**src/include/lsu_sys_consts.svh**
```systemverilog
`ifndef LSU_SYS_CONSTS_SVH
`define LSU_SYS_CONSTS_SVH

`define DEV_CLINT      32'h0200_0000  // timer region
`define DEV_CLINT_END  32'h0200_FFFF
`define CLINT_MTIME_LO 16'hBFF8       // offsets inside the timer region
`define CLINT_MTIME_HI 16'hBFFC

`define SRAM_BASE      32'h8000_0000
`define SRAM_WORDS     256            // depth in words

`define MASK_NONE      2'd0           // access size codes
`define MASK_BYTE      2'd1
`define MASK_HALF      2'd2
`define MASK_WORD      2'd3

`endif

```
**src/rtl/lsu_sys_pkg.sv**
```systemverilog
package lsu_sys_pkg;

    typedef logic [31:0] word_t;
    typedef logic [31:0] addr_t;  // byte address
    typedef logic [3:0]  strb_t;  // one bit per byte lane
    typedef logic [1:0]  size_t;  // MASK_* codes

    typedef struct packed {
        logic  valid;
        logic  write;
        addr_t addr;
        word_t wdata;
        strb_t strb;
    } bus_req_t;

    typedef struct packed {
        logic  ready;
        logic  rvalid;  // one-cycle response that also acks writes
        word_t rdata;
        logic  err;
    } bus_rsp_t;

    typedef enum logic [1:0] {IDLE, REQ, WAIT, DONE} lsu_state_t;

    typedef enum logic [1:0] {
        IFU_IDLE = 2'd0,
        IFU_REQ  = 2'd1,
        IFU_WAIT = 2'd2
    } ifu_state_t;

endpackage

```
**src/rtl/clint.sv**
```systemverilog
`timescale 1ns/1ps
`include "lsu_sys_consts.svh"

module clint (
    input  logic                  clk,
    input  logic                  arst_n,
    input  lsu_sys_pkg::bus_req_t req,
    output lsu_sys_pkg::bus_rsp_t rsp
);
    import lsu_sys_pkg::*;

    logic [63:0] mtime_q;
    logic        rvalid_q;
    logic        err_q;
    word_t       rdata_q;

    always_ff @(posedge clk or negedge arst_n) begin
        if (!arst_n) begin
            mtime_q  <= '0;
            rvalid_q <= 1'b0;
            err_q    <= 1'b0;
        end else begin
            mtime_q  <= mtime_q + 64'd1;  // free running
            rvalid_q <= req.valid;
            if (req.valid) err_q <= req.write;  // read only
        end
    end

    always_ff @(posedge clk) begin
        if (req.valid) begin
            case (req.addr[15:0])
                `CLINT_MTIME_LO: rdata_q <= req.write ? '0 : mtime_q[31:0];
                `CLINT_MTIME_HI: rdata_q <= req.write ? '0 : mtime_q[63:32];
                default:         rdata_q <= '0;
            endcase
        end
    end

    always_comb begin
        rsp.ready  = 1'b1;
        rsp.rvalid = rvalid_q;
        rsp.rdata  = rdata_q;
        rsp.err    = err_q;
    end

endmodule

```
**config.mk**
```make
export PLATFORM = sky130hd
export DESIGN_NAME = clint
export DESIGN_NICKNAME = d
export VERILOG_FILES = /design/src/rtl/lsu_sys_pkg.sv /design/src/rtl/clint.sv
export VERILOG_INCLUDE_DIRS = /design/src /design/src/include
export SDC_FILE = /design/constraint.sdc
export NUM_CORES = 1
export LEC_CHECK = 0
export ABC_AREA = 1
export BUFFER_PORTS_ARGS = -buffer_cell sky130_fd_sc_hd__buf_2
export CAP_MARGIN = 0
export CORE_MARGIN = 4
export CORE_UTILIZATION = 56
export DETAILED_ROUTE_END_ITERATION = 7
export GPL_TIMING_DRIVEN = 0
export HOLD_SLACK_MARGIN = 0.03
export PLACE_DENSITY = 0.78
export RECOVER_POWER = 100
export SLEW_MARGIN = 15
export SYNTH_ARGS = -nofsm -noshare
export SYNTH_HDL_FRONTEND = slang
export SYNTH_SLANG_ARGS = --single-unit
```
**constraint.sdc**
```tcl
create_clock -name clk -period 1.65 [get_ports clk]
set_input_delay 0.2475 -clock clk [delete_from_list [all_inputs] [get_ports clk]]
set_output_delay 0.2475 -clock clk [all_outputs]
set_load 0.05 [all_outputs]
```
==> metrics.yaml <==
placed_design:
  pre_cts_ws_ps: -85.0
  place_area_um2: 5860
  portBuffers: 52
  hpwlAfterDp_mm: 11.8
  gp_congestion: 0.988
detailed_routing:
  drcViolationCount: 0
  vias: 4942
  antenna_left: 0
  dr.pass1.iters: 5
  wl_per_cell_um: 17.1
  totalWireLength_mm: 15.2
  viasPerCell: 5.57
  drtIter0Drc: 400
final_layout:
  finalInstanceArea_um2: 6090
  regArea_um2: 2650
  diodes: 0
  fin_util_pct: 65.3
  multi_input_area_um2: 2560
  syn_to_final_growth_pct: 12.6
  drive_gt1_share_pct: 16.5
  nFillCells: 842
  nets: 827
sta:
  final.setup.tns_ps: 0
  setup_slack_ps: 27.9
  relSlewSlack_pct: 45.2
  max_freq_ghz: 0.616
  hold_violations: 0
  finClkSkew_ps: 11.7
  tightest_slew_ps: 822
  fin_crit_sh_pct: 98.3
  maxSlewViolCount: 0
  final-setup-viol-count: 0
  period_minus_slack_ps: 1620
setup_path:
  crit_type: "flop to flop"
  endpoint: "mtime_q[63]"
  crit_family: "simple AND/OR/NAND/NOR gates"
  end_kind: "flop"
  cp_max_fo: 4
  worstReg2RegStart: "mtime_q[31]"
  required_ps: 1920
  ff2ff_setup_slack_ps: 30
  cp.arrival_ps: 1890
  cp.depth: 7
  reg2reg_depth: 7
  reg2reg_to: "mtime_q[63]"
  start_kind: "flop"
  path_buf_inv: 0
  critPathMaxStageDelay_ps: 460
  crit_chain: "nand2_1, nor2_1, nand2_1, nor2_2, nand2_1, o21ai_1, nand2_1"
  crit_slowest_cell: "dfrtp_2"
  crit_path_frequent_cell: "nand2_1"
  worstSetupStartpoint: "mtime_q[31]"
min_path:
  hold_path.class: "primary input to flop"
  holdPathStages: 2
global_route:
  grt_pass1_vias: 4788
  track_usage_pct: 28.0
  overflow: 0
  grt_max_degree: 48
  antenna_found_initial: 0
  grt_pass1_wl_mm: 24.3
synth:
  synth.avg_cell_area_um2: 7.90
  syn_nets: 758
  ys_types: 25
  async_reset_ff_share_pct: 67.3
  ys_warn_count: 0
  ys.flop_type: "dfrtp_1"
  synth_area_um2: 5410
  synth_seq_cells: 98
  synth_edf_count: 32
  synth_top_area_share_pct: 30.5
  synth_top_cells_by_area: "dfrtp_1 31%, edfxtp_1 18%, nand2_1 14%"
  ys_seq_area_share_pct: 48.3
  netlist_instances: 685
  yosysTopAreaCell: "dfrtp_1"
  synth_most_common_cell: "nand2_1"
  synthTopCellsByCount: "199 x nand2_1, 114 x nor2_1, 75 x nand3_1"
power_and_ir_drop:
  total_power_mw: 4.27
  power_density_nw_per_um2: 701
  ir_drop_uv: 344
  leakagePower_nw: 2.34
floorplan:
  start_util_pct: 58.0
  fp.coreArea_um2: 9330
  rows: 35
  die_area_um2: 11300
  io_pins: 107
  die_y_um: 106
  die_x_um: 106
clocking:
  cts_tree: "done"
  clk_path_buf_depth: 2
  path_clk_slew_ps: 100
  root_buffer: "clkbuf_8"
  htree_num_levels: 3
  clkSinkCount: 98
  cts_buffers: 9
  clkLatencyLatePin_ps: 380
status:
  status: "finished clean"
run:
  maxCapViolations: 0
-- stage by stage --
stage	hold WS, ps	instances
after floorplan	-48.1	685
after global placement	495	866
after detailed placement	155	867
after CTS	307	885
after global routing	314	888
final	313	888
-- how the worst min path moves through the flow --
| stage | from | to | slack (ps) |
|---|---|---|---|
| floorplan | arst_n | err_q | -50 |
| global placement | err_q | err_q | 490 |
| detailed placement | arst_n | rvalid_q | 150 |
| CTS | arst_n | rvalid_q | 310 |
| global route | req[68] | rdata_q[11] | 310 |
| finish | req[68] | rdata_q[11] | 310 |
-- power breakdown --
part / switching, mW / leakage, nW / internal (mW)
combinational: 0.248 / 1.09 / 0.0542
clock: 0.869 / 0.0823 / 0.544
sequential: 0.00989 / 1.17 / 2.55
total: 1.13 / 2.34 / 3.15
-- final cells by class --
type | count | area share, %
multi-input cells | 523 | 42.1
clock buffers | 9 | 2.03
clock inverters | 7 | 0.740
inverters | 45 | 2.77
plain buffers | 19 | 1.54
well taps | 129 | 2.65
repair buffers | 58 | 4.72
flip-flops and latches | 98 | 43.4
-- registers in the layout, indices dropped and copies added, names as in the netlist --
| register | flops |
|---|---|
| mtime_q | 64 |
| rdata_q | 32 |
| err_q | 1 |
| rvalid_q | 1 |
-- cell families after synthesis --
| logic type | after synthesis | share of synthesized area (%) |
|---|---|---|
| multiplexers | 1 | 0.208 |
| other | 1 | 0.0693 |
| adder cells (fa/ha/maj) | 1 | 0.231 |
| flip-flops | 98 | 48.3 |
| XOR/XNOR | 31 | 5.02 |
| AO/OA/AOI/OAI | 52 | 4.81 |
| buffers and inverters | 64 | 4.92 |
| AND/OR/NAND/NOR | 437 | 36.5 |
-- cell usage in the layout (no fill, tap or decap), drive strengths merged --
cell type    Yosys  final
nor2           132    132
nand3b           7      7
xor2            11     11
clkinvlp         0      1
dfrtp           66     66
clkbuf           4     53
buf             15     32
conb             1      1
inv             45     46
mux2             1      1
o21ai           20     20
nand3           75     75
a21oi           32     32
clkinv           0      5
ha               1      1
nand2          215    215
nand4            8      8
dlygate4sd3      0      1
edfxtp          32     32
xnor2           20     20
-- per-layer routing --
metal | part of all wire [%] | global-route usage [%] | up-vias
met5 | 0 | 0 | -
met3 | 8.0 | 4.61 | 34
met4 | 3.3 | 11.5 | 0
met2 | 46 | 45.2 | 231
li1 | - | - | 2344
met1 | 43 | 37.7 | 2333
-- repair_timing --
item | CTS | global route
hold buffers | 1 | 0
hold endpoints to repair | 19 | 0
pin swaps | 0 | 6
gates resized for setup | 4 | 38
endpoints found under the setup margin | 13 | 28
setup buffers | 1 | 3
Note: power is estimated with default switching activity, not from simulation.
