[src/include/lsu_sys_consts.svh]
`ifndef LSU_SYS_CONSTS_SVH
`define LSU_SYS_CONSTS_SVH

`define DEV_CLINT      32'h0200_0000  // timer region
`define DEV_CLINT_END  32'h0200_FFFF
`define CLINT_MTIME_LO 16'hBFF8       // offsets inside the timer region
`define CLINT_MTIME_HI 16'hBFFC

`define SRAM_BASE      32'h8000_0000
`define SRAM_WORDS     256            // depth in words

`define MASK_NONE      2'd0           // access size codes
`define MASK_BYTE      2'd1
`define MASK_HALF      2'd2
`define MASK_WORD      2'd3

`endif

[src/rtl/lsu_sys_pkg.sv]
package lsu_sys_pkg;

    typedef logic [31:0] word_t;
    typedef logic [31:0] addr_t;  // byte address
    typedef logic [3:0]  strb_t;  // one bit per byte lane
    typedef logic [1:0]  size_t;  // MASK_* codes

    typedef struct packed {
        logic  valid;
        logic  write;
        addr_t addr;
        word_t wdata;
        strb_t strb;
    } bus_req_t;

    typedef struct packed {
        logic  ready;
        logic  rvalid;  // one-cycle response that also acks writes
        word_t rdata;
        logic  err;
    } bus_rsp_t;

    typedef enum logic [1:0] {IDLE, REQ, WAIT, DONE} lsu_state_t;

    typedef enum logic [1:0] {
        IFU_IDLE = 2'd0,
        IFU_REQ  = 2'd1,
        IFU_WAIT = 2'd2
    } ifu_state_t;

endpackage

[src/rtl/lsu.sv]
`timescale 1ns/1ps
`include "lsu_sys_consts.svh"

module lsu (
    input  logic                  clk,
    input  logic                  arst_n,
    input  logic                  ready,
    input  logic                  wen,
    input  logic                  ren,
    input  logic                  sign,
    input  lsu_sys_pkg::size_t    mask,
    input  lsu_sys_pkg::addr_t    addr,
    input  lsu_sys_pkg::word_t    wdata,
    output lsu_sys_pkg::bus_req_t bus_req,
    input  lsu_sys_pkg::bus_rsp_t bus_rsp,
    output lsu_sys_pkg::word_t    rdata,
    output logic                  valid,
    output logic                  err
);
    import lsu_sys_pkg::*;

    lsu_state_t state_q;
    logic       write_q;
    logic       sign_q;
    size_t      mask_q;
    addr_t      addr_q;
    word_t      wdata_q;
    word_t      rdata_q;
    logic       err_q;
    strb_t      lanes;
    logic [4:0] lane_shift;
    word_t      rshift;
    word_t      rext;

    assign lane_shift = {addr_q[1:0], 3'b000};  // 8 * byte offset

    always_comb begin
        case (mask_q)
            `MASK_BYTE: lanes = strb_t'(4'b0001 << addr_q[1:0]);
            `MASK_HALF: lanes = addr_q[1] ? 4'b1100 : 4'b0011;
            `MASK_WORD: lanes = 4'b1111;
            default:    lanes = 4'b0000;
        endcase
    end

    always_comb begin
        bus_req.valid = (state_q == REQ);
        bus_req.write = write_q;
        bus_req.addr  = addr_q;
        bus_req.wdata = wdata_q << lane_shift;
        bus_req.strb  = write_q ? lanes : 4'b0000;
    end

    // bring the addressed bytes down to lane 0, then extend
    assign rshift = bus_rsp.rdata >> lane_shift;

    always_comb begin
        case (mask_q)
            `MASK_BYTE: rext = {{24{rshift[7] & sign_q}}, rshift[7:0]};
            `MASK_HALF: rext = {{16{rshift[15] & sign_q}}, rshift[15:0]};
            `MASK_WORD: rext = rshift;
            default:    rext = '0;
        endcase
    end

    always_ff @(posedge clk or negedge arst_n) begin
        if (!arst_n) begin
            state_q <= IDLE;
            err_q   <= 1'b0;
        end else begin
            case (state_q)
                IDLE: if (ready && (wen || ren)) state_q <= REQ;
                REQ:  if (bus_rsp.ready) state_q <= WAIT;  // accepted
                WAIT: begin
                    if (bus_rsp.rvalid) begin
                        state_q <= DONE;
                        err_q   <= bus_rsp.err;
                    end
                end
                default: state_q <= IDLE;  // DONE lasts one cycle
            endcase
        end
    end

    always_ff @(posedge clk) begin
        if (state_q == IDLE && ready && (wen || ren)) begin
            write_q <= wen;
            sign_q  <= sign;
            mask_q  <= mask;
            addr_q  <= addr;
            wdata_q <= wdata;
        end
        if (state_q == WAIT && bus_rsp.rvalid) begin
            rdata_q <= write_q ? '0 : rext;
        end
    end

    assign rdata = rdata_q;
    assign err   = err_q;

    // without a memory op the pulse just echoes ready
    assign valid = (wen || ren) ? (state_q == DONE) : ready;

endmodule

[config.mk]
export PLATFORM = sky130hd
export DESIGN_NAME = lsu
export DESIGN_NICKNAME = d
export VERILOG_FILES = /design/src/rtl/lsu_sys_pkg.sv /design/src/rtl/lsu.sv
export VERILOG_INCLUDE_DIRS = /design/src /design/src/include
export SDC_FILE = /design/constraint.sdc
export NUM_CORES = 1
export LEC_CHECK = 0
export BUFFER_PORTS_ARGS = -buffer_cell sky130_fd_sc_hd__buf_2
export CAP_MARGIN = 15
export CORE_ASPECT_RATIO = 0.75
export CORE_MARGIN = 5
export CORE_UTILIZATION = 47
export CTS_BUF_LIST = sky130_fd_sc_hd__clkbuf_16
export CTS_CLUSTER_DIAMETER = 200
export CTS_CLUSTER_SIZE = 16
export DETAILED_ROUTE_END_ITERATION = 12
export PLACE_DENSITY = 0.89
export RECOVER_POWER = 25
export SYNTH_ARGS = -nofsm -noshare
export SYNTH_HDL_FRONTEND = slang
export SYNTH_SLANG_ARGS = --single-unit
[constraint.sdc]
create_clock -name clk -period 5.19 [get_ports clk]
set_input_delay 1.038 -clock clk [delete_from_list [all_inputs] [get_ports clk]]
set_output_delay 1.038 -clock clk [all_outputs]
set_load 0.01 [all_outputs]
==> run metrics <==
Avg Synthesized Cell Area=13.6 um2; EDFF count, synth=100; Max Freq=0.322 GHz; Final period util=0.598; crit start category=flip-flop; Peak VDD IR=0.315 mV; most frequent cells in the layout=buf_2 (204), edfxtp_1 (100), a21oi_1 (33), mux2i_1 (32), nand2_1 (27); layout cells sized above 1=0.438; Internal=0.00173 W; DIE AREA=0.0118 mm2; Finish-stage setup viols=0; fillers=764; vias in the first global route=3596; Final nets=656; CP endpoint=bus_req[8]; synth warn=0; first-pass GRT wire length=18.1 mm; Placed Instances=664; Combinational Power Share=0.257; # diodes=0; r2r setup slk=2480 ps; Routed WL=12.3 mm; Clock power frac=0.280; Arrival @ worst endpoint=2060 ps; Tot GR Track Use=0.203; Power Density=411 mW/mm2; clk sink count=103; row count=31; crit path kind=reg2out; FF-to-FF Start=state_q[0]; Net Sw Power=0.000764 W; Worst Clk Skew=8.47 ps; Die Height=95.4 um; # Post-CTS Setup Buffers=0; fin crit period=3100 ps; Req. time, crit path=4150 ps; first-pass detailed-route iteration total=5; Horiz. Die Dim=124 um; clock tree from TritonCTS=yes; 1st-iter DRT viols=203; pin count of the biggest net entering global routing=62; switching part of the total=0.306; Avg WL per Cell=18.1 um; core area=0.00958 mm2; routability cong.=0.917; antenna violations before repair=0; Post-DP HPWL=9.20 mm; failing checks=max-capacitance violations, max-slew violations; RSZ-0062 raised after global routing=no; grt total ovfl=0; CP Launch Point=addr_q[0]; sequential fraction of the synthesis area=0.674; area grow syn2layout=32.8%; count of pins over their slew limit=34; maxcap violations=1; Setup TNS=0 ps; CTS Hold Bufs=0; Cell Count, Final, Fillers Out=682; Static Leakage=2.55 nW; Post-route DRC=0; CTS buffer count=9; Worst Tran Pin Value=1830 ps; CTS max path bufs=2; commonest non-fill, non-tap cell in the layout=buf_2; HP Class=in2async; endpoints failing hold=0; register bit total from synthesis=103; cts repair resizes=0; H-tree levels=3; most used flip-flop cell after synthesis=edfxtp_1; outcome=finished, violations left; syn nets=448; Post-Synthesis Cells=337; Antenna Nets Post-Route=0; input/output buffers=210; Worst setup EP type=output pin; power share of the sequential group=0.463; crit-path max FO=61; Reg-to-Reg End=err; fraction of registers with async set/reset=0.0291; root buffer cell=clkbuf_16; r2r worst-path depth=5; Vias/cell=5.30; num ports=211; Initial Utilization=0.477; worst max-slew margin expressed relative to the limit=-0.222; clock-pin slew on the worst setup and hold paths=70 ps; detailed-route via count=3614; later-pin clock latency in the skew report=340 ps; Netlist Area Pre-Place=0.00457 mm2; Cell variety after synth=26
worst max-delay path, stage by stage, from the launching register on:
cell	delay [ps]
edfxtp_1	350
buf_4	630
nor2_1	290
and2_1	250
buf_2	130
sequential cells by signal (all words and copies together) (netlist names):
signal and flops:
addr_q 32, rdata 32, wdata_q 32, mask_q 2, state_q 2, err 1
sign_q 1, write_q 1
worst min path at each step:
stage	startpoint	endpoint
2_1_floorplan	err	err
3_3_place_gp	err	err
3_5_place_dp	err	err
4_1_cts	arst_n	state_q[1]
5_1_grt	arst_n	state_q[1]
6_report	arst_n	state_q[1]
kinds of logic after synthesis:
kind of cell | Yosys count | synth area share
muxes | 43 | 0.0997
AOI/OAI and AO/OA | 76 | 0.0986
adders and majority gates | 4 | 0.0110
buffers and inverters | 26 | 0.0255
DFF | 103 | 0.674
and+or+nand+nor | 85 | 0.0915
power by group through the flow:
stage	registers, W	clock network (W)	logic (W)
finish	0.00115	0.000698	0.000642
global route	0.00117	0.000750	0.000699
CTS	0.00115	0.000712	0.000644
global placement	0.00116	0	0.000613
floorplan	0.00121	0	0.000324
detailed placement	0.00117	0	0.000643
synthesized netlist by cell type (all sizes together) (2+ instances only):
cell type | number | share of area
a211oi | 15 | 0.025
a21boi | 3 | 0.0074
a21oi | 33 | 0.036
and2 | 18 | 0.025
buf | 8 | 0.011
clkbuf | 12 | 0.0099
dfrtp | 3 | 0.016
edfxtp | 100 | 0.66
ha | 4 | 0.011
inv | 6 | 0.0049
mux2 | 10 | 0.025
mux2i | 32 | 0.070
nand2 | 27 | 0.022
nor2 | 26 | 0.021
nor2b | 11 | 0.015
o21ai | 21 | 0.023
o21bai | 2 | 0.0033
through the flow:
stage	worst slack (ps)	cell area [um2]	utilization	hold slack (ps)	total power, W
after floorplan	710	4570	-	551	0.00154
after global placement	2420	5740	0.599	485	0.00177
after detailed placement	2280	5740	0.599	495	0.00181
after CTS	1900	6050	0.632	469	0.00251
after global routing	1930	6070	0.633	489	0.00262
final	2090	6070	0.633	502	0.00249
final cells by class:
class,count,area (um2),area share
flip-flops and latches,103,3080,0.507
multi-input cells,208,1390,0.228
well taps,132,165,0.0272
clock buffers,9,225,0.0371
inverters,6,22.5,0.00371
clock inverters,7,87.6,0.0144
repair buffers,217,1100,0.182
metal layers:
metal	wire, um	track usage	up-vias
li1	-	-	1665
met2	6100	0.334	194
met5	0	0	-
met1	4700	0.249	1734
met3	1260	0.0759	21
met4	246	0.0654	0
(Power assumes the default switching activity.)
