==> src/include/lsu_sys_consts.svh <==
`ifndef LSU_SYS_CONSTS_SVH
`define LSU_SYS_CONSTS_SVH

`define DEV_CLINT      32'h0200_0000  // timer region
`define DEV_CLINT_END  32'h0200_FFFF
`define CLINT_MTIME_LO 16'hBFF8       // offsets inside the timer region
`define CLINT_MTIME_HI 16'hBFFC

`define SRAM_BASE      32'h8000_0000
`define SRAM_WORDS     256            // depth in words

`define MASK_NONE      2'd0           // access size codes
`define MASK_BYTE      2'd1
`define MASK_HALF      2'd2
`define MASK_WORD      2'd3

`endif

==> src/rtl/lsu_sys_pkg.sv <==
package lsu_sys_pkg;

    typedef logic [31:0] word_t;
    typedef logic [31:0] addr_t;  // byte address
    typedef logic [3:0]  strb_t;  // one bit per byte lane
    typedef logic [1:0]  size_t;  // MASK_* codes

    typedef struct packed {
        logic  valid;
        logic  write;
        addr_t addr;
        word_t wdata;
        strb_t strb;
    } bus_req_t;

    typedef struct packed {
        logic  ready;
        logic  rvalid;  // one-cycle response that also acks writes
        word_t rdata;
        logic  err;
    } bus_rsp_t;

    typedef enum logic [1:0] {IDLE, REQ, WAIT, DONE} lsu_state_t;

    typedef enum logic [1:0] {
        IFU_IDLE = 2'd0,
        IFU_REQ  = 2'd1,
        IFU_WAIT = 2'd2
    } ifu_state_t;

endpackage

==> src/rtl/ifu.sv <==
`timescale 1ns/1ps

module ifu (
    input  logic                  clk,
    input  logic                  arst_n,
    input  logic                  fetch,
    input  lsu_sys_pkg::addr_t    pc,
    output lsu_sys_pkg::bus_req_t bus_req,
    input  lsu_sys_pkg::bus_rsp_t bus_rsp,
    output lsu_sys_pkg::word_t    inst,
    output logic                  inst_valid,
    output logic                  inst_err
);
    import lsu_sys_pkg::*;

    ifu_state_t state_q;
    addr_t      pc_q;
    word_t      inst_q;
    logic       inst_valid_q;
    logic       inst_err_q;

    always_comb begin
        bus_req.valid = (state_q == IFU_REQ);
        bus_req.write = 1'b0;
        bus_req.addr  = pc_q;
        bus_req.wdata = '0;
        bus_req.strb  = 4'b0000;
    end

    always_ff @(posedge clk or negedge arst_n) begin
        if (!arst_n) begin
            state_q      <= IFU_IDLE;
            inst_valid_q <= 1'b0;
            inst_err_q   <= 1'b0;
        end else begin
            inst_valid_q <= 1'b0;
            case (state_q)
                IFU_IDLE: if (fetch) state_q <= IFU_REQ;  // busy fetches dropped
                IFU_REQ:  if (bus_rsp.ready) state_q <= IFU_WAIT;
                IFU_WAIT: begin
                    if (bus_rsp.rvalid) begin
                        state_q      <= IFU_IDLE;
                        inst_valid_q <= 1'b1;
                        inst_err_q   <= bus_rsp.err;
                    end
                end
                default: state_q <= IFU_IDLE;
            endcase
        end
    end

    always_ff @(posedge clk) begin
        if (state_q == IFU_IDLE && fetch) pc_q <= pc;
        if (state_q == IFU_WAIT && bus_rsp.rvalid) inst_q <= bus_rsp.rdata;
    end

    assign inst       = inst_q;
    assign inst_valid = inst_valid_q;
    assign inst_err   = inst_err_q;

endmodule

==> config.mk <==
export PLATFORM = sky130hd
export DESIGN_NAME = ifu
export DESIGN_NICKNAME = d
export VERILOG_FILES = /design/src/include/lsu_sys_consts.svh /design/src/rtl/lsu_sys_pkg.sv /design/src/rtl/ifu.sv
export SDC_FILE = /design/constraint.sdc
export NUM_CORES = 1
export LEC_CHECK = 0
export ABC_CLOCK_PERIOD_IN_PS = 9530
export BUFFER_PORTS_ARGS = -buffer_cell sky130_fd_sc_hd__buf_4
export CAP_MARGIN = 20
export CORE_ASPECT_RATIO = 2
export CORE_MARGIN = 2
export CORE_UTILIZATION = 30
export CTS_CLUSTER_DIAMETER = 120
export DETAILED_ROUTE_END_ITERATION = 10
export GPL_ROUTABILITY_DRIVEN = 0
export PLACE_DENSITY = 0.64
export SYNTH_ARGS = -nofsm -noshare
export SYNTH_HDL_FRONTEND = slang
export SYNTH_SLANG_ARGS = --single-unit
==> constraint.sdc <==
create_clock -name clk -period 9.53 [get_ports clk]
set_input_delay 1.906 -clock clk [delete_from_list [all_inputs] [get_ports clk]]
set_output_delay 1.906 -clock clk [all_outputs]
set_load 0.03 [all_outputs]
==> PnR_summary.wiki <==
{| class="wikitable"
! Metric !! Value
|-
| DR iter-0 viols || 35
|-
| Path category of the worst min-delay check || reg2reg
|-
| Warnings, synthesis || 0
|-
| Prevailing post-synth register cell || sky130_fd_sc_hd__edfxtp_1
|-
| Number of nets in the layout || 334
|-
| Max-capacitance violation count || 0
|-
| Worst vdd ir || 153 µV
|-
| Number of rows created at floorplan || 46
|-
| Share of synthesized flip-flops with an asynchronous set or reset || 5.88%
|-
| Reg2Reg Setup Slack || 7.88 ns
|-
| Synth cell types || 13
|-
| Biggest area consumer among synthesized cells || sky130_fd_sc_hd__edfxtp_1
|-
| TritonCTS clock tree || yes
|-
| Syn_area_per_cell || 20.5 µm²
|-
| Clock transition at the registers of the reported paths || 0.05 ns
|-
| M1 wire length || 1490 µm
|-
| Final period demand of the worst path || 3.03 ns
|-
| Worst-case clock skew || 0.00547 ns
|-
| Final hold viol count || 0
|-
| Post-synthesis sequential element count || 68
|-
| Detail-routed via count per cell || 3.81
|-
| Leakage power of the design || 1.62 nW
|-
| CTS Buf Count || 9
|-
| Kind of start point of the critical path || flip-flop
|-
| Setup repair after global routing missed its margin || false
|-
| Initial cell density of the core || 30.4%
|-
| Number of pins exceeding their max-slew limit in the final report || 0
|-
| Routed met3 length || 870 µm
|-
| Top cells by count, synth || sky130_fd_sc_hd__edfxtp_1, sky130_fd_sc_hd__buf_4, sky130_fd_sc_hd__dfrtp_1
|-
| Area of the placeable core || 7830 µm²
|-
| H-tree level count || 3
|-
| Synthesis-to-layout area growth || 55.6%
|-
| Hold buffers post-CTS || 0
|-
| Most frequently used cell type in the post-synthesis netlist || sky130_fd_sc_hd__edfxtp_1
|-
| Die footprint || 8700 µm²
|-
| Synth area leaders || sky130_fd_sc_hd__edfxtp_1, sky130_fd_sc_hd__buf_4, sky130_fd_sc_hd__dfrtp_1, sky130_fd_sc_hd__mux2_4, sky130_fd_sc_hd__nor3b_1
|-
| Worst slew pin tran || 0.600 ns
|-
| DP HPWL || 3970 µm
|-
| Status || finished clean
|-
| Total global-route track usage || 11.3%
|-
| Area share of the largest cell type after synthesis || 80.8%
|-
| Cell area after technology mapping || 2380 µm²
|-
| Rel. slew slack || 60.0%
|-
| Number of antenna violations at the first check in global routing || 0
|-
| Maximum root-to-sink buffer count || 2
|-
| Total Negative Setup Slacks || 0 ns
|-
| Largest net degree at the start of global routing || 33
|-
| Critical setup path kind || reg2out
|-
| Via count || 1,391
|-
| Part of the cycle the worst path needs || 31.8%
|-
| Utilization after layout || 47.3%
|-
| Worst skew pair latency || 0.32 ns
|-
| Worst setup EP type || output port
|-
| Avg WL per Cell || 13.6 µm
|-
| Global-route wire length before repair || 6680 µm
|-
| Number of optimization iterations in the first detailed-route pass || 3
|-
| Sinks on the clock net || 68
|-
| Cell count after synthesis || 116
|-
| Number of global-route vias before repair || 1,388
|-
| Fraction of layout instances using a drive strength above 1 || 56.9%
|-
| Wire length on met2 || 2490 µm
|-
| Peak Freq || 330 MHz
|-
| Die X-Extent || 66.9 µm
|-
| Routed wire length || 4970 µm
|-
| Arrival time worst endpoint || 1.13 ns
|-
| Post-synthesis sequential area ratio || 85.1%
|-
| Top-level I/O count || 174
|-
| N_diodes || 0
|-
| Critical path data required time || 7.62 ns
|-
| Total overflow reported by the global router || 0
|-
| Power per Cell Area || 266 nW/µm²
|-
| Uppermost signal routing layer after detailed routing || met4
|-
| EDFF count, synth || 64
|-
| Count of buffers added by post-CTS timing repair for setup || 0
|-
| Endpoints failing setup || 0
|-
| Y dimension of the die || 130 µm
|-
| Post-route DRC || 0
|-
| Total of buffers placed on input and output ports || 136
|-
| Largest fanout on the critical path || 6
|-
| Residual antenna-violating net count after detailed routing || 0
|-
| # resized after CTS || 0
|-
| CTS root buf || sky130_fd_sc_hd__clkbuf_16
|}
[layer usage]
| metal | GRT usage (%) | vias up |
|---|---|---|
| met5 | 0 | - |
| met4 | 6.84 | 0 |
| met3 | 8.02 | 11 |
| met2 | 17.2 | 124 |
| met1 | 11.0 | 614 |
| li1 | - | 642 |
[power by group]
part           internal [W]  switching [W]
Sequential         0.000395      0.0000194
Clock              0.000199       0.000111
Combinational     0.0000906       0.000170
[final timing paths]
kind | cells after the start | from | endpoint
worst max-delay path | 2 | state_q[0] | bus_req[69]
worst min-delay path | 1 | inst_err | inst_err
worst max register to register | 3 | state_q[0] | inst[2]
worst min register to register | 1 | inst_err | inst_err
max in group asynchronous | 1 | arst_n | inst_err
min in group asynchronous | 1 | arst_n | state_q[0]
[layout make-up]
cell class / count / area, µm²
sequential: 68 / 2020
clock buffer: 10 / 229
tap: 96 / 120
fill: 738 / 4130
clock inverter: 6 / 55.1
inverter: 1 / 3.75
multi-input combinational: 46 / 214
timing repair buffer: 138 / 1060
[flip-flops by register name, summed over array words and instances, names as in the netlist]
signal and count:
inst 32, state_q 2, pc_q 32, inst_valid 1, inst_err 1
[worst max-delay path, cell delays in order, from the launching register on]
cell and delay (ns):
sky130_fd_sc_hd__dfrtp_1 0.41, sky130_fd_sc_hd__nor2b_1 0.20, sky130_fd_sc_hd__buf_4 0.19
[cells in the final DEF (no fill, tap or decap), types with 2 or more instances in the layout]
| cell type | synthesis | routed |
|---|---|---|
| sky130_fd_sc_hd__buf_4 | 37 | 137 |
| sky130_fd_sc_hd__conb_1 | 1 | 37 |
| sky130_fd_sc_hd__clkinv_2 | 0 | 2 |
| sky130_fd_sc_hd__dfrtp_1 | 4 | 4 |
| sky130_fd_sc_hd__clkbuf_16 | 0 | 9 |
| sky130_fd_sc_hd__clkinv_1 | 0 | 2 |
| sky130_fd_sc_hd__edfxtp_1 | 64 | 64 |
[through the flow]
step / hold WS (ns) / worst slack [ns] / instance area, µm² / cells / power (W)
2_1_floorplan: 0.455 / 4.79 / 2510 / 152 / 0.000583
3_3_place_gp: 0.487 / 6.16 / 3390 / 348 / 0.000675
3_5_place_dp: 0.507 / 6.40 / 3420 / 349 / 0.000684
4_1_cts: 0.532 / 6.47 / 3700 / 365 / 0.000998
5_1_grt: 0.540 / 6.40 / 3700 / 365 / 0.00103
6_report: 0.531 / 6.50 / 3700 / 365 / 0.000985
[cells by family (layout without fill, tap and decap cells)]
logic type | after synthesis | after routing | synth area share, %
DFF | 68 | 68 | 85.1
buffers and inverters | 38 | 155 | 11.8
and+or+nand+nor | 6 | 6 | 1.79
AOI/OAI and AO/OA | 2 | 2 | 0.526
other | 1 | 37 | 0.158
muxes | 1 | 1 | 0.631
Note: power is estimated with default switching activity, not from simulation.
