==> src/include/lsu_sys_consts.svh <==
`ifndef LSU_SYS_CONSTS_SVH
`define LSU_SYS_CONSTS_SVH

`define DEV_CLINT      32'h0200_0000  // timer region
`define DEV_CLINT_END  32'h0200_FFFF
`define CLINT_MTIME_LO 16'hBFF8       // offsets inside the timer region
`define CLINT_MTIME_HI 16'hBFFC

`define SRAM_BASE      32'h8000_0000
`define SRAM_WORDS     256            // depth in words

`define MASK_NONE      2'd0           // access size codes
`define MASK_BYTE      2'd1
`define MASK_HALF      2'd2
`define MASK_WORD      2'd3

`endif

==> src/rtl/lsu_sys_pkg.sv <==
package lsu_sys_pkg;

    typedef logic [31:0] word_t;
    typedef logic [31:0] addr_t;  // byte address
    typedef logic [3:0]  strb_t;  // one bit per byte lane
    typedef logic [1:0]  size_t;  // MASK_* codes

    typedef struct packed {
        logic  valid;
        logic  write;
        addr_t addr;
        word_t wdata;
        strb_t strb;
    } bus_req_t;

    typedef struct packed {
        logic  ready;
        logic  rvalid;  // one-cycle response that also acks writes
        word_t rdata;
        logic  err;
    } bus_rsp_t;

    typedef enum logic [1:0] {IDLE, REQ, WAIT, DONE} lsu_state_t;

    typedef enum logic [1:0] {
        IFU_IDLE = 2'd0,
        IFU_REQ  = 2'd1,
        IFU_WAIT = 2'd2
    } ifu_state_t;

endpackage

==> src/rtl/bus_interconnect.sv <==
`timescale 1ns/1ps
`include "lsu_sys_consts.svh"

module bus_interconnect (
    input  logic                  clk,
    input  logic                  arst_n,
    input  lsu_sys_pkg::bus_req_t lsu_req,
    input  lsu_sys_pkg::bus_req_t ifu_req,
    output lsu_sys_pkg::bus_rsp_t lsu_rsp,
    output lsu_sys_pkg::bus_rsp_t ifu_rsp,
    output lsu_sys_pkg::bus_req_t sram_req,
    input  lsu_sys_pkg::bus_rsp_t sram_rsp,
    output lsu_sys_pkg::bus_req_t clint_req,
    input  lsu_sys_pkg::bus_rsp_t clint_rsp
);
    import lsu_sys_pkg::*;

    typedef enum logic [1:0] {TGT_SRAM, TGT_CLINT, TGT_ERR} tgt_t;

    logic     busy_q;   // bus owned
    logic     acc_q;    // accepted, response due
    logic     owner_q;  // 1 = ifu
    tgt_t     sel_q;
    logic     granted;
    bus_req_t win_req;
    bus_req_t own_req;
    bus_rsp_t tgt_rsp;
    bus_rsp_t err_rsp;
    bus_rsp_t rsp_out;

    function automatic tgt_t decode(addr_t a);
        if (a >= `DEV_CLINT && a <= `DEV_CLINT_END) return TGT_CLINT;
        if (a >= `SRAM_BASE && a < (`SRAM_BASE + `SRAM_WORDS * 4)) return TGT_SRAM;
        return TGT_ERR;
    endfunction

    assign win_req = lsu_req.valid ? lsu_req : ifu_req;  // lsu first
    assign own_req = owner_q ? ifu_req : lsu_req;
    assign granted = busy_q && !acc_q;

    always_ff @(posedge clk or negedge arst_n) begin
        if (!arst_n) begin
            busy_q  <= 1'b0;
            acc_q   <= 1'b0;
            owner_q <= 1'b0;
            sel_q   <= TGT_ERR;
        end else if (!busy_q) begin
            if (lsu_req.valid || ifu_req.valid) begin
                busy_q  <= 1'b1;
                owner_q <= !lsu_req.valid;
                sel_q   <= decode(win_req.addr);
            end
        end else if (!acc_q) begin
            if (own_req.valid && tgt_rsp.ready) acc_q <= 1'b1;
        end else begin
            busy_q <= 1'b0;  // response cycle frees the bus
            acc_q  <= 1'b0;
        end
    end

    always_comb begin
        err_rsp.ready  = 1'b1;
        err_rsp.rvalid = acc_q;
        err_rsp.rdata  = '0;
        err_rsp.err    = 1'b1;
        case (sel_q)
            TGT_SRAM:  tgt_rsp = sram_rsp;
            TGT_CLINT: tgt_rsp = clint_rsp;
            default:   tgt_rsp = err_rsp;
        endcase
    end

    always_comb begin
        sram_req        = own_req;
        sram_req.valid  = granted && own_req.valid && (sel_q == TGT_SRAM);
        clint_req       = own_req;
        clint_req.valid = granted && own_req.valid && (sel_q == TGT_CLINT);
    end

    always_comb begin
        rsp_out.ready  = granted && tgt_rsp.ready;
        rsp_out.rvalid = acc_q && tgt_rsp.rvalid;
        rsp_out.rdata  = tgt_rsp.rdata;
        rsp_out.err    = tgt_rsp.err;
    end

    assign lsu_rsp = owner_q ? '0 : rsp_out;
    assign ifu_rsp = owner_q ? rsp_out : '0;

endmodule

==> config.mk <==
export PLATFORM = sky130hd
export DESIGN_NAME = bus_interconnect
export DESIGN_NICKNAME = d
export VERILOG_FILES = /design/src/rtl/lsu_sys_pkg.sv /design/src/rtl/bus_interconnect.sv
export VERILOG_INCLUDE_DIRS = /design/src /design/src/include
export SDC_FILE = /design/constraint.sdc
export NUM_CORES = 1
export LEC_CHECK = 0
export ABC_CLOCK_PERIOD_IN_PS = 1350
export BUFFER_PORTS_ARGS = -buffer_cell sky130_fd_sc_hd__buf_2
export CAP_MARGIN = 10
export CORE_AREA = 3 3 163 165
export DETAILED_ROUTE_END_ITERATION = 16
export DIE_AREA = 0 0 166 168
export GPL_TIMING_DRIVEN = 0
export PLACE_DENSITY = 0.39
export SYNTH_ARGS = -nofsm -noshare
export SYNTH_HDL_FRONTEND = slang
export SYNTH_SLANG_ARGS = --single-unit
==> constraint.sdc <==
create_clock -name clk -period 1.35 [get_ports clk]
set_input_delay 0.135 -clock clk [delete_from_list [all_inputs] [get_ports clk]]
set_output_delay 0.135 -clock clk [all_outputs]
set_load 0.05 [all_outputs]
==> results, run 1 <==
- The run finished, with violations left.
- The final reports fail on negative setup slack.
- The final wirelength is about 20000 um.
- Data arrives at the worst endpoint at roughly 1700 ps.
- The final-report max-slew violation count is 0.
- The worst hold-check path type is in -> async.
- Counting the buffers created by CTS gives 3.
- The internal power of the cells is between 5 and 6 mW.
- The number of vias in the routed layout is ~4100.
- The max capacitance violation total is 0.
- The synthesis-to-finish area growth is 251%.
- The number of placed I/O pins is 422.
- The dominant register cell in the synthesized netlist is dfrtp_1.
- The kind of capture point of the worst setup path is an output port.
- The highest attainable clock frequency is approximately 550 MHz.
- In the global route stage, overall resource usage came out at 13.0%.
- The static leakage is about 4.0 nW.
- The worst setup path is launched from a flop.
- The count of cells in the finished layout, fillers not included, comes to roughly 1100.
- The core region is between 0.02 and 0.03 mm^2.
- For the worst-skew pair, the clock arrives at the later sink with an insertion delay of between 200 and 250 ps.
- The floorplan row count is 58.
- The pin slew with the least headroom to its limit is 320 ps.
- Across all setup checks in the final design, the least slack found is -464 ps.
- The die area is 0.0279 mm^2.
- TritonCTS built the clock tree.
- Between clock sinks in the finished design, the worst skew comes to roughly 2.8 ps.
- The last weighted congestion value of the routability-driven placer is 0.841.
- Yosys mapped a number of flops with a built-in enable equal to 0.
- Per report_power, the clock group accounts for around 3.6% of the total.
- After detailed routing, the number of remaining DRC violations is 0.
- For this design, the sink count on the clock tree is 5.
- The first global-routing pass estimated around 28000 um of wire.
- The switching power is about 7.6 mW.
- The sequential fraction of design power is between 1.5 and 2%.
- The count of input and output buffers is 421.
- After detailed routing, the average wire length per cell comes to 17.6 um.
- The ratio of total power to cell area is 1580 mW/mm^2.
- The diode insertion count for antenna repair is 0.
- In this run the number of H-tree levels came out at 1.
- Counting along the longest clock path gives a buffer depth of 2.
- In the synthesized netlist the async set-or-reset flop fraction comes to 100%.
- The starting density of the core is between 9 and 10%.
- The via density per instance is between 3 and 4.
- The detail route stage leaves a number of antenna-violating nets equal to 0.
- The mean instance size in the synthesized netlist is about 7.6 um^2.
- In the final layout, the share of cells above drive strength 1 is a little over nine tenths.
- The top-area cell type share of the netlist area is about 32%.
- The clock transition at the register clock pins on the worst setup and hold paths after CTS is 30 ps.
- The portion of the clock cycle consumed by the worst path in the final layout is 134%.
- The required time at the worst-slack endpoint is between 1000 and 1500 ps.
- Setup violations remaining at the end of the flow were counted as about 210.
- In this run the vertical extent of the chip is between 150 and 200 um.
- The clock root buffer is clkbuf_16.
- The cell area after synthesis is ~0.0024 mm^2.
- Setup repair after global routing could not meet its margin everywhere.
- By count the netlist is led by 75 x nor2_1, 69 x buf_4, 69 x mux2_2, 33 x mux2i_1, 13 x buf_2.
- The number of antenna violations at the first check in global routing was 1.
- The netlist uses 33 different library cells.
- In this run, the combinational gates consume 94.5% of the power.
- The switching fraction of total power is a little under three fifths.
- On the critical path, the stage with the largest delay is an instance of dfrtp_1.
- The total power draw is 13.4 mW.
- The DRC marker count from the first detailed-route iteration is between 50 and 60.
- The critical path class is reg -> out.
- The pre-antenna-repair detailed-routing pass consisted of 4 iterations.
- The routed design could run at a clock period as short as 1810 ps.
- The headroom to the max-slew limit is ~78%.
- The worst-case IR drop observed on VDD is 0.00110 V.
- In this run the horizontal extent of the chip is 166 um.
- The cell that appears most often on the critical path is buf_12.
- The worst hold slack is 270 ps.
- The final hold violation count is 0.
- By area the synthesized netlist is led by mux2_2 32%, buf_4 21%, mux2i_1 14%.
- The dominant cell by count in the synthesized netlist is nor2_1.
- The HPWL after detailed placement is between 15000 and 20000 um.
- The dominant cell type by area after synthesis is mux2_2.
- The signal on the critical path passes through buf_12, buf_12, buf_12, mux2_4, buf_8, buf_6.
- The largest single stage delay on the critical path is 390 ps.
- At the end of the flow, the number of nets in the layout was 992.
- The warning count from the yosys run is 0.
- The number of global-route vias before repair came to about 4500.
- The sum of overflow across all layers after global routing is 0.
- The highest fanout seen on the critical path is 10.
- In this run, placement finished with an instance count of around 1100.
- The sequential fraction of the synthesis area is under 10%.
- Synthesis produced a netlist whose cell count is around 320.
- The number of nets in the synthesized netlist is 530.
- The maximum number of pins on one net before global-route repair is 11.
- Counting flops and latches in the post-synthesis netlist gives 5.
[metrics by stage]
step	TNS (ps)	setup slack (ps)	area [um^2]	utilization, %
floorplan	-15450	-278	3800	-
global placement	-65100	-493	6320	25.1
detailed placement	-63990	-490	6320	25.1
CTS	-80670	-490	8320	33.1
global route	-84410	-503	8510	33.8
finish	-74360	-464	8510	33.8
[timing repair]
| action | 4_1_cts | 5_1_grt |
|---|---|---|
| hold endpoints to repair | 5 | 0 |
| endpoints found under the setup margin | 213 | 212 |
| setup buffers | 19 | 10 |
| gates resized for setup | 408 | 44 |
| hold buffers | 1 | 0 |
| pin swaps | 16 | 12 |
| gates cloned | 9 | 2 |
[worst max-delay path, delay by kind of cell, from the launching register on]
family / cells / cell delay (ps)
mux: 1 / 330
buf+inv: 5 / 720
flops: 1 / 390
[registers in the layout (all words and copies together), names as in the netlist]
register,flops
owner_q,1
sel_q,2
busy_q,1
acc_q,1
[layout make-up]
class / count / area [um^2]
clock buffers: 4 / 78.8
well taps: 330 / 413
plain buffers: 89 / 1180
fillers: 2587 / 16700
repair buffers: 458 / 3720
inverters: 4 / 18.8
multi-input cells: 219 / 2960
flip-flops and latches: 5 / 128
[cell families after synthesis]
group / synth area share, %
muxes: 45.6
and+or+nand+nor: 19.4
buffers and inverters: 25.9
AOI/OAI and AO/OA: 3.82
DFF: 5.21
[path summary, 6_finish.rpt]
kind | to | slack, ps | start | cells past startpoint
setup reg to reg | acc_q$_DFFE_PN0P_ | -110 | sel_q[0]$_DFFE_PN0P_ | 6
setup / recovery | sram_req[50] | -460 | owner_q$_DFFE_PN0P_ | 6
max in group asynchronous | sel_q[1]$_DFFE_PN1P_ | 860 | arst_n | 2
hold / removal | acc_q$_DFFE_PN0P_ | 270 | arst_n | 2
min in group clk | sel_q[1]$_DFFE_PN1P_ | 300 | ifu_req[69] | 4
hold reg to reg | acc_q$_DFFE_PN0P_ | 560 | busy_q$_DFF_PN0_ | 1
[cells in the final DEF (no fill, tap or decap), types with 2 or more instances in the layout]
cell type and n:
buf_2 291, buf_8 95, buf_6 87, mux2_4 69, nor2_4 68, buf_4 40, mux2i_4 33, buf_12 17
clkbuf_16 13, buf_16 5, nor2_1 5, nor3_1 4, o21ai_4 3, inv_1 3, nand2_1 3, nor4_1 3
a31oi_1 3, dfrtp_1 3, nor2_2 2, nand2_2 2, nor4b_4 2, a21oi_1 2, nor3b_1 2
[power by group through the flow]
stage	logic [mW]	clock network, mW	registers (mW)
finish	12.7	0.488	0.245
global route	13.2	0.512	0.251
CTS	12.6	0.493	0.244
detailed placement	10.7	0	0.231
global placement	10.8	0	0.231
floorplan	8.71	0	0.220
[per-layer routing]
| metal | part of all wire, % | vias to the layer above | GRT usage (%) |
|---|---|---|---|
| li1 | - | 1963 | - |
| met1 | 36 | 1901 | 14.2 |
| met2 | 57 | 214 | 26.3 |
| met3 | 6.7 | 8 | 2.86 |
| met4 | 0.63 | 0 | 0.976 |
| met5 | 0 | - | 0 |
(Power assumes the default switching activity.)
==> run 2: changes to the inputs <==
--- a/config.mk
+++ b/config.mk
@@ -13,7 +13,7 @@
 export DETAILED_ROUTE_END_ITERATION = 16
 export DIE_AREA = 0 0 166 168
 export GPL_TIMING_DRIVEN = 0
-export PLACE_DENSITY = 0.39
+export PLACE_DENSITY_LB_ADDON = 0.12
 export SYNTH_ARGS = -nofsm -noshare
 export SYNTH_HDL_FRONTEND = slang
 export SYNTH_SLANG_ARGS = --single-unit
==> results, run 2 (synthesis gave the netlist of run 1 again) <==
- The flow ran to the end, but the final reports show violations.
- The final reports fail on negative setup slack.
- The final wirelength is 17600 um (-9.6%).
- The kind of capture point of the worst setup path is an output port.
- The number of vias in the routed layout is 3991 (-2.3%).
- The setup skew after layout was 0.927 ps (-1.84 ps).
- The insertion delay to the later sink of the worst-skew pair is 230 ps (about the same).
- The via density per instance was 3.64 (-1.3%).
- The top cell types in the final layout, fill and taps aside, are 291 x buf_2, 95 x buf_6, 69 x mux2_4, 69 x buf_8, 67 x nor2_4.
- The area growth from synthesis to layout is 238%.
- The final worst slack is -418 ps (+45.7 ps).
- The diode insertion count for antenna repair is 0 (unchanged).
- The worst vdd rail ir drop came to 0.000945 V (-14%).
- The ratio of total power to cell area is 1640 mW/mm^2 (+3.7%).
- The die span in x was 166 um (unchanged).
- The most common cell after layout, fill and taps aside is buf_2.
- The portion of the clock cycle consumed by the worst path in the final layout was 131% (-3.4 points).
- The count of input and output buffers came to 421 (unchanged).
- The first-pass GRT wire length was 25600 um (-9.8%).
- The fill cell total of the finished layout came to 2607 (+0.77%).
- The TritonCTS clock tree is yes.
- The count of clock tree sinks is 5 (unchanged).
- The summed area of non-filler cells in the final layout is 0.00819 mm^2 (-3.7%).
- Walking the worst path, the cells encountered are buf_6, buf_12, buf_12, mux2_4, buf_8, buf_8.
- The number of optimization iterations in the first detailed-route pass is 4 (unchanged).
- The mean routed wirelength per cell is 16.0 um (-8.6%).
- The setup-violating endpoint count in the final report came to 210 (-0.47%).
- The highest fanout seen on the critical path is 10 (unchanged).
- After detailed routing, no signal wire sits above met4.
- The total DRC errors in the routed layout is 0 (unchanged).
- The number of antenna violations at the first check in global routing is 0 (-1).
- The critical path is of the reg -> out type.
- The worst setup slack before clock tree synthesis is -583 ps (-93.1 ps).
- The clock transition at the register clock pins on the worst setup and hold paths after CTS is 30 ps (about the same).
- The fraction of final layout cells sized beyond drive strength 1 is 94.9% (-0.21 points).
- The register name with the most flops is sel_q.
- The last weighted congestion value of the routability-driven placer was 0.782 (-7.0%).
- The clock root buffer is clkbuf_16.
- The number of placed I/O pins is 422 (unchanged).
- The H-tree depth came to 1 (unchanged).
- The headroom to the max-slew limit is 77.2% (-1.2 points).
- The instance area at placement is 0.00632 mm^2 (unchanged).
- The highest attainable clock frequency was 565 MHz (+2.6%).
- The arrival time of data at the critical path endpoint was 1630 ps (-50 ps).
- The area of the core was 0.0252 mm^2 (unchanged).
- The worst hold slack is 291 ps (+21.5 ps).
- The wire length on met2 is 9750 um (-12%).
- The maximum number of pins on one net before global-route repair was 11 (unchanged).
- The type of element launching the critical path is a flop.
- The total negative slack came to -68970 ps (+5380 ps).
- The final critical-path required period is 1770 ps (-45.7 ps).
- The final hold violation count was 0 (unchanged).
- The count of placed standard cells in the final layout, fillers left out is 1097 (-1.1%).
- The number of global-route vias before repair is 4220 (-5.7%).
- The delay of the slowest cell on the worst path was 360 ps (-30 ps).
- The floorplan row count came to 58 (unchanged).
- The max capacitance violation total was 0 (unchanged).
- The starting density of the core is 9.63% (unchanged).
- The total power draw was 13.4 mW (-0.19%).
- The sum of overflow across all layers after global routing is 0 (unchanged).
- The die span in y was 168 um (unchanged).
- The met1 layer wirelength in the final routing is 6070 um (-14%).
- The final standard cell utilization of the core is 32.5% (-1.3 points).
- The final-report max-slew violation count is 0 (unchanged).
- The all-layer global routing usage was 11.6% (-1.4 points).
- The placed cell count is 1069 (unchanged).
- The static leakage is 3.83 nW (-3.3%).
- The number of routed nets with antenna violations is 0 (unchanged).
- The pin slew with the least headroom to its limit came to 338 ps (+18.5 ps).
- The required time at the worst-slack endpoint is 1220 ps (about the same).
- Setup repair after global routing could not meet its margin everywhere.
- The total CTS buffers was 3 (unchanged).
- On the critical path, the stage with the largest delay is an instance of dfrtp_1.
- The die area came to 0.0279 mm^2 (unchanged).
- The routed length on met3 is 1560 um (+20%).
- The DRC marker count from the first detailed-route iteration was 86 (+56%).
- The worst hold-check path type is in -> async.
- The total half-perimeter wirelength after legalization and detailed placement was 15000 um (-5.5%).
- The deepest clock path buffer count is 2 (unchanged).
- The total number of nets in the final design came to 980 (-1.2%).
- The number of flip-flops in the largest register came to 2 (unchanged).
## run 2: cell types whose count changed in the layout (fill, tap and decap cells not counted), sizes merged
cell / before / now
buf: 535 / 523
## run 2: repair_timing
action	CTS	global route
hold buffers	1	0
buffers inserted	14	5
resized for setup	329	91
setup endpoints to repair	213	213
hold endpoints to repair	5	0
gates cloned	4	2
pin swaps	10	3
## run 2: layout make-up
| class | instances | area, um^2 | area share (%) |
|---|---|---|---|
| Tap cell | 330 | 413 | 5.04 |
| Sequential cell | 5 | 128 | 1.56 |
| Buffer | 89 | 1170 | 14.3 |
| Clock buffer | 4 | 78.8 | 0.962 |
| Multi-Input combinational cell | 219 | 2950 | 36.0 |
| Inverter | 4 | 18.8 | 0.229 |
| Timing Repair Buffer | 446 | 3430 | 41.9 |
## run 2: critical path, delay by kind of cell, from the launching register on
kind | cells | cell delay, ps
buf+inv | 5 | 710
flops | 1 | 360
mux | 1 | 330
## run 2: final timing paths
check	slack, ps	endpoint	from	depth (start not counted)
worst max-delay path	-420	sram_req[58]	owner_q$_DFFE_PN0P_	6
worst min-delay path	290	busy_q$_DFF_PN0_	arst_n	2
worst max register to register	20	acc_q$_DFFE_PN0P_	sel_q[0]$_DFFE_PN0P_	4
worst min register to register	570	acc_q$_DFFE_PN0P_	busy_q$_DFF_PN0_	1
max in group asynchronous	840	sel_q[1]$_DFFE_PN1P_	arst_n	2
min in group clk	310	sel_q[1]$_DFFE_PN1P_	ifu_req[69]	4
## run 2: per-layer routing
metal	vias up	track usage [%]
met5	-	0
met4	0	1.45
met3	10	3.69
met2	235	22.8
met1	1810	12.4
li1	1936	-
## run 2: where the power goes
| group | internal [mW] | switching, mW |
|---|---|---|
| Sequential | 0.195 | 0.0498 |
| Clock | 0.391 | 0.0978 |
| Combinational | 5.23 | 7.45 |
==> run 3: changes to the inputs <==
--- a/config.mk
+++ b/config.mk
@@ -6,12 +6,13 @@
 export SDC_FILE = /design/constraint.sdc
 export NUM_CORES = 1
 export LEC_CHECK = 0
+export ABC_AREA = 1
 export ABC_CLOCK_PERIOD_IN_PS = 1350
 export BUFFER_PORTS_ARGS = -buffer_cell sky130_fd_sc_hd__buf_2
 export CAP_MARGIN = 10
-export CORE_AREA = 3 3 163 165
+export CORE_AREA = 3 3 161 163
 export DETAILED_ROUTE_END_ITERATION = 16
-export DIE_AREA = 0 0 166 168
+export DIE_AREA = 0 0 164 166
 export GPL_TIMING_DRIVEN = 0
 export PLACE_DENSITY_LB_ADDON = 0.12
 export SYNTH_ARGS = -nofsm -noshare
==> results, run 3 <==
- The flow ran to the end, but the final reports show violations.
- The checks that failed: negative setup slack.
- The number of global-route vias before repair is 5337 (+26%).
- The number of placed I/O pins is 422 (unchanged).
- For this run, the leading register cell type out of synthesis is dfrtp_1.
- The maximum number of pins on one net before global-route repair is 11 (unchanged).
- The mux cell area share after synthesis is 0% (-46 points).
- The total CTS buffers is 3 (unchanged).
- The worst vdd rail ir drop is 0.00133 V (+40%).
- The floorplan row count was 57 (-1.7%).
- The worst hold path belongs to the class in -> reg.
- The setup-violating endpoint count in the final report was 210 (unchanged).
- The commonest cells after synthesis are 229 x nand2_1, 91 x nor2_1, 73 x buf_4, 47 x inv_1, 32 x a22o_1.
- The fraction of the mapped netlist area in compound gates is 14.2% (+10 points).
- The adder and majority cell fraction of the synthesized area is 0% (unchanged).
- The TritonCTS clock tree is yes.
- The dominant cell type by area after synthesis is nand2_1.
- The headroom to the max-slew limit was 73.5% (-3.8 points).
- The simple-gate area share of the yosys netlist came to 48.3% (+29 points).
- The fraction of final layout cells sized beyond drive strength 1 is 85.9% (-9.0 points).
- The DRC marker count from the first detailed-route iteration came to 76 (-12%).
- The number of vias in the routed layout is 5022 (+26%).
- The combinational power share was 97.3% (+2.8 points).
- The internal power of the cells came to 13.0 mW (+120%).
- The ratio of total power to cell area was 3020 mW/mm^2 (+84%).
- The insertion delay to the later sink of the worst-skew pair is 220 ps (about the same).
- The number of optimization iterations in the first detailed-route pass came to 4 (unchanged).
- The H-tree depth was 1 (unchanged).
- In the layout the commonest cells are 211 x buf_2, 154 x buf_6, 136 x buf_8.
- The switching power is 17.0 mW (+120%).
- The first-pass GRT wire length is 30900 um (+21%).
- The count of cell types in the netlist came to 23 (-30%).
- The number of cells produced by synthesis is 534 (+68%).
- The final-report max-slew violation count is 0 (unchanged).
- The warning count from the yosys run is 0 (unchanged).
- The deepest clock path buffer count is 2 (unchanged).
- The highest fanout seen on the critical path is 6 (-4).
- The post-synthesis sequential element count is 5 (unchanged).
- The final hold violation count is 0 (unchanged).
- The total number of nets in the final design was 1206 (+23%).
- The total DRC errors in the routed layout is 0 (unchanged).
- The count of input and output buffers is 421 (unchanged).
- Ranked by flip-flop count, first place goes to sel_q.
- The final worst slack is -434 ps (-15.3 ps).
- The mean routed wirelength per cell is 16.2 um (+0.70%).
- nand2_1 is the most common cell in the netlist.
- The number of synthesized flops with an enable pin is 0 (unchanged).
- The portion of total power attributed to the clock network is 1.6% (-2.0 points).
- The last weighted congestion value of the routability-driven placer is 0.718 (-8.2%).
- The arrival time of data at the critical path endpoint came to 1650 ps (+20 ps).
- The area of the core is 0.0245 mm^2 (-2.9%).
- The count of clock tree sinks came to 5 (unchanged).
- The xor and xnor area share after synthesis is 0% (unchanged).
- The top-area cell type share of the netlist area is 32.9% (+0.83 points).
- The required time at the worst-slack endpoint came to 1220 ps (about the same).
- The sequential fraction of the synthesis area came to 4.83% (-0.38 points).
- The most common cell after layout, fill and taps aside is buf_2.
- The all-layer global routing usage is 14.4% (+2.9 points).
- The die span in y is 166 um (-1.2%).
- The final critical-path required period is 1780 ps (+15.3 ps).
- The sum of overflow across all layers after global routing was 0 (unchanged).
- The worst setup slack before clock tree synthesis is -733 ps (-150 ps).
- The clock root buffer is clkbuf_16.
- The final standard cell utilization of the core is 40.7% (+8.2 points).
- The dominant combinational cell family by area after synthesis is simple AND/OR/NAND/NOR gates.
- The worst setup path is captured at an output port.
- The cell area after synthesis is 0.00262 mm^2 (+7.8%).
- The total half-perimeter wirelength after legalization and detailed placement came to 16800 um (+12%).
- The portion of the clock cycle consumed by the worst path in the final layout is 132% (+1.1 points).
- The via density per instance is 3.81 (+4.7%).
- The critical path class is reg -> out.
- The synthesis-to-finish area growth is 281%.
- The type of element launching the critical path is a flop.
- The summed area of non-filler cells in the final layout is 0.00997 mm^2 (+22%).
- The die area is 0.0272 mm^2 (-2.4%).
- The static leakage came to 4.95 nW (+29%).
- The setup skew after layout came to 0.0643 ps (-0.862 ps).
- The die span in x is 164 um (-1.2%).
- The highest attainable clock frequency came to 561 MHz (-0.86%).
- The switching fraction of total power is 56.7% (about the same).
- The number of routed nets with antenna violations is 0 (unchanged).
- The sequential fraction of design power was 1.1% (-0.7 points).
- The number of antenna violations at the first check in global routing is 1 (+1).
- The starting density of the core is 10.7% (+1.1 points).
- The pin slew with the least headroom to its limit is 398 ps (+59.6 ps).
- The number of nets in the synthesized netlist is 746 (+41%).
- Setup repair after global routing could not meet its margin everywhere.
- The max capacitance violation total came to 0 (unchanged).
- Sorting the synthesized cells by area gives the leading types as nand2_1 33%, buf_4 21%, nor2_1 13%.
- The proportion of register bits with asynchronous set or reset after synthesis is 100% (unchanged).
- The clock transition at the register clock pins on the worst setup and hold paths after CTS is 30 ps (about the same).
- The number of flip-flops in the largest register came to 2 (unchanged).
- The mean instance size in the synthesized netlist came to 4.90 um^2 (-36%).
- The instance area at placement is 0.00632 mm^2 (about the same).
- The final wirelength is 21300 um (+21%).
## run 3: cell count changes after synthesis, sizes merged, moves of 17 or more
cell   before  now
mux2       69    0
a22o        1   32
nand2       5  229
inv         4   49
nor2       75   92
mux2i      33    0
## run 3: what timing repair did
action | in CTS | in global routing
setup endpoints to repair | 211 | 211
gates resized for setup | 613 | 317
hold buffers | 1 | 0
pin swaps | 2 | 37
endpoints found under the hold margin | 5 | 0
buffers inserted | 11 | 18
gates cloned | 11 | 2
## run 3: final cells by class
cell class | instances | area, um^2
fill | 2447 | 14500
timing repair buffer | 457 | 4520
tap | 324 | 405
multi-input combinational | 380 | 3370
antenna | 1 | 2.50
sequential | 5 | 129
inverter | 49 | 194
clock buffer | 4 | 78.8
buffer | 98 | 1270
## run 3: kinds of logic after synthesis
logic type / after synthesis
AO/OA/AOI/OAI: 49
buffers and inverters: 149
flip-flops: 5
AND/OR/NAND/NOR: 331
## run 3: per-stage QoR
| step | TNS, ps | total power [mW] | instances | hold slack [ps] |
|---|---|---|---|---|
| 2_1_floorplan | -6160 | 16.2 | 534 | -161 |
| 3_3_place_gp | -94600 | 20.2 | 1279 | -40.2 |
| 3_5_place_dp | -96500 | 20.2 | 1279 | -41.9 |
| 4_1_cts | -67780 | 27.4 | 1306 | 291 |
| 5_1_grt | -71010 | 31.4 | 1317 | 299 |
| 6_report | -61640 | 30.1 | 1318 | 279 |
## run 3: power by group through the flow
| stage | registers (mW) | logic, mW | clock network (mW) |
|---|---|---|---|
| finish | 0.344 | 29.2 | 0.479 |
| global route | 0.357 | 30.6 | 0.500 |
| CTS | 0.354 | 26.5 | 0.488 |
| detailed placement | 0.324 | 19.8 | 0 |
| global placement | 0.324 | 19.9 | 0 |
| floorplan | 0.299 | 15.9 | 0 |
## run 3: path summary, 6_finish.rpt
path | from | endpoint | slack, ps | cells after the start
setup / recovery | sel_q[1]$_DFFE_PN1P_ | ifu_rsp[34] | -430 | 7
hold / removal | sram_rsp[34] | acc_q$_DFFE_PN0P_ | 280 | 3
setup reg to reg | sel_q[1]$_DFFE_PN1P_ | acc_q$_DFFE_PN0P_ | 190 | 5
hold reg to reg | acc_q$_DFFE_PN0P_ | acc_q$_DFFE_PN0P_ | 510 | 2
max in group asynchronous | arst_n | sel_q[1]$_DFFE_PN1P_ | 850 | 2
min in group asynchronous | arst_n | sel_q[0]$_DFFE_PN0P_ | 290 | 2
## run 3: layer usage
metal	up-vias	track usage (%)	wire length, um
met1	2285	14.8	7050
met5	-	0	9
met4	2	1.32	97
met2	241	30.1	12300
li1	2487	-	-
met3	7	3.02	1820
## run 3: critical path: stages, from the launching register on
cell	delay, ps
dfstp_2	560
nor2_4	40
buf_12	140
inv_4	80
o22ai_2	80
or2_4	270
nor2_4	100
buf_8	150
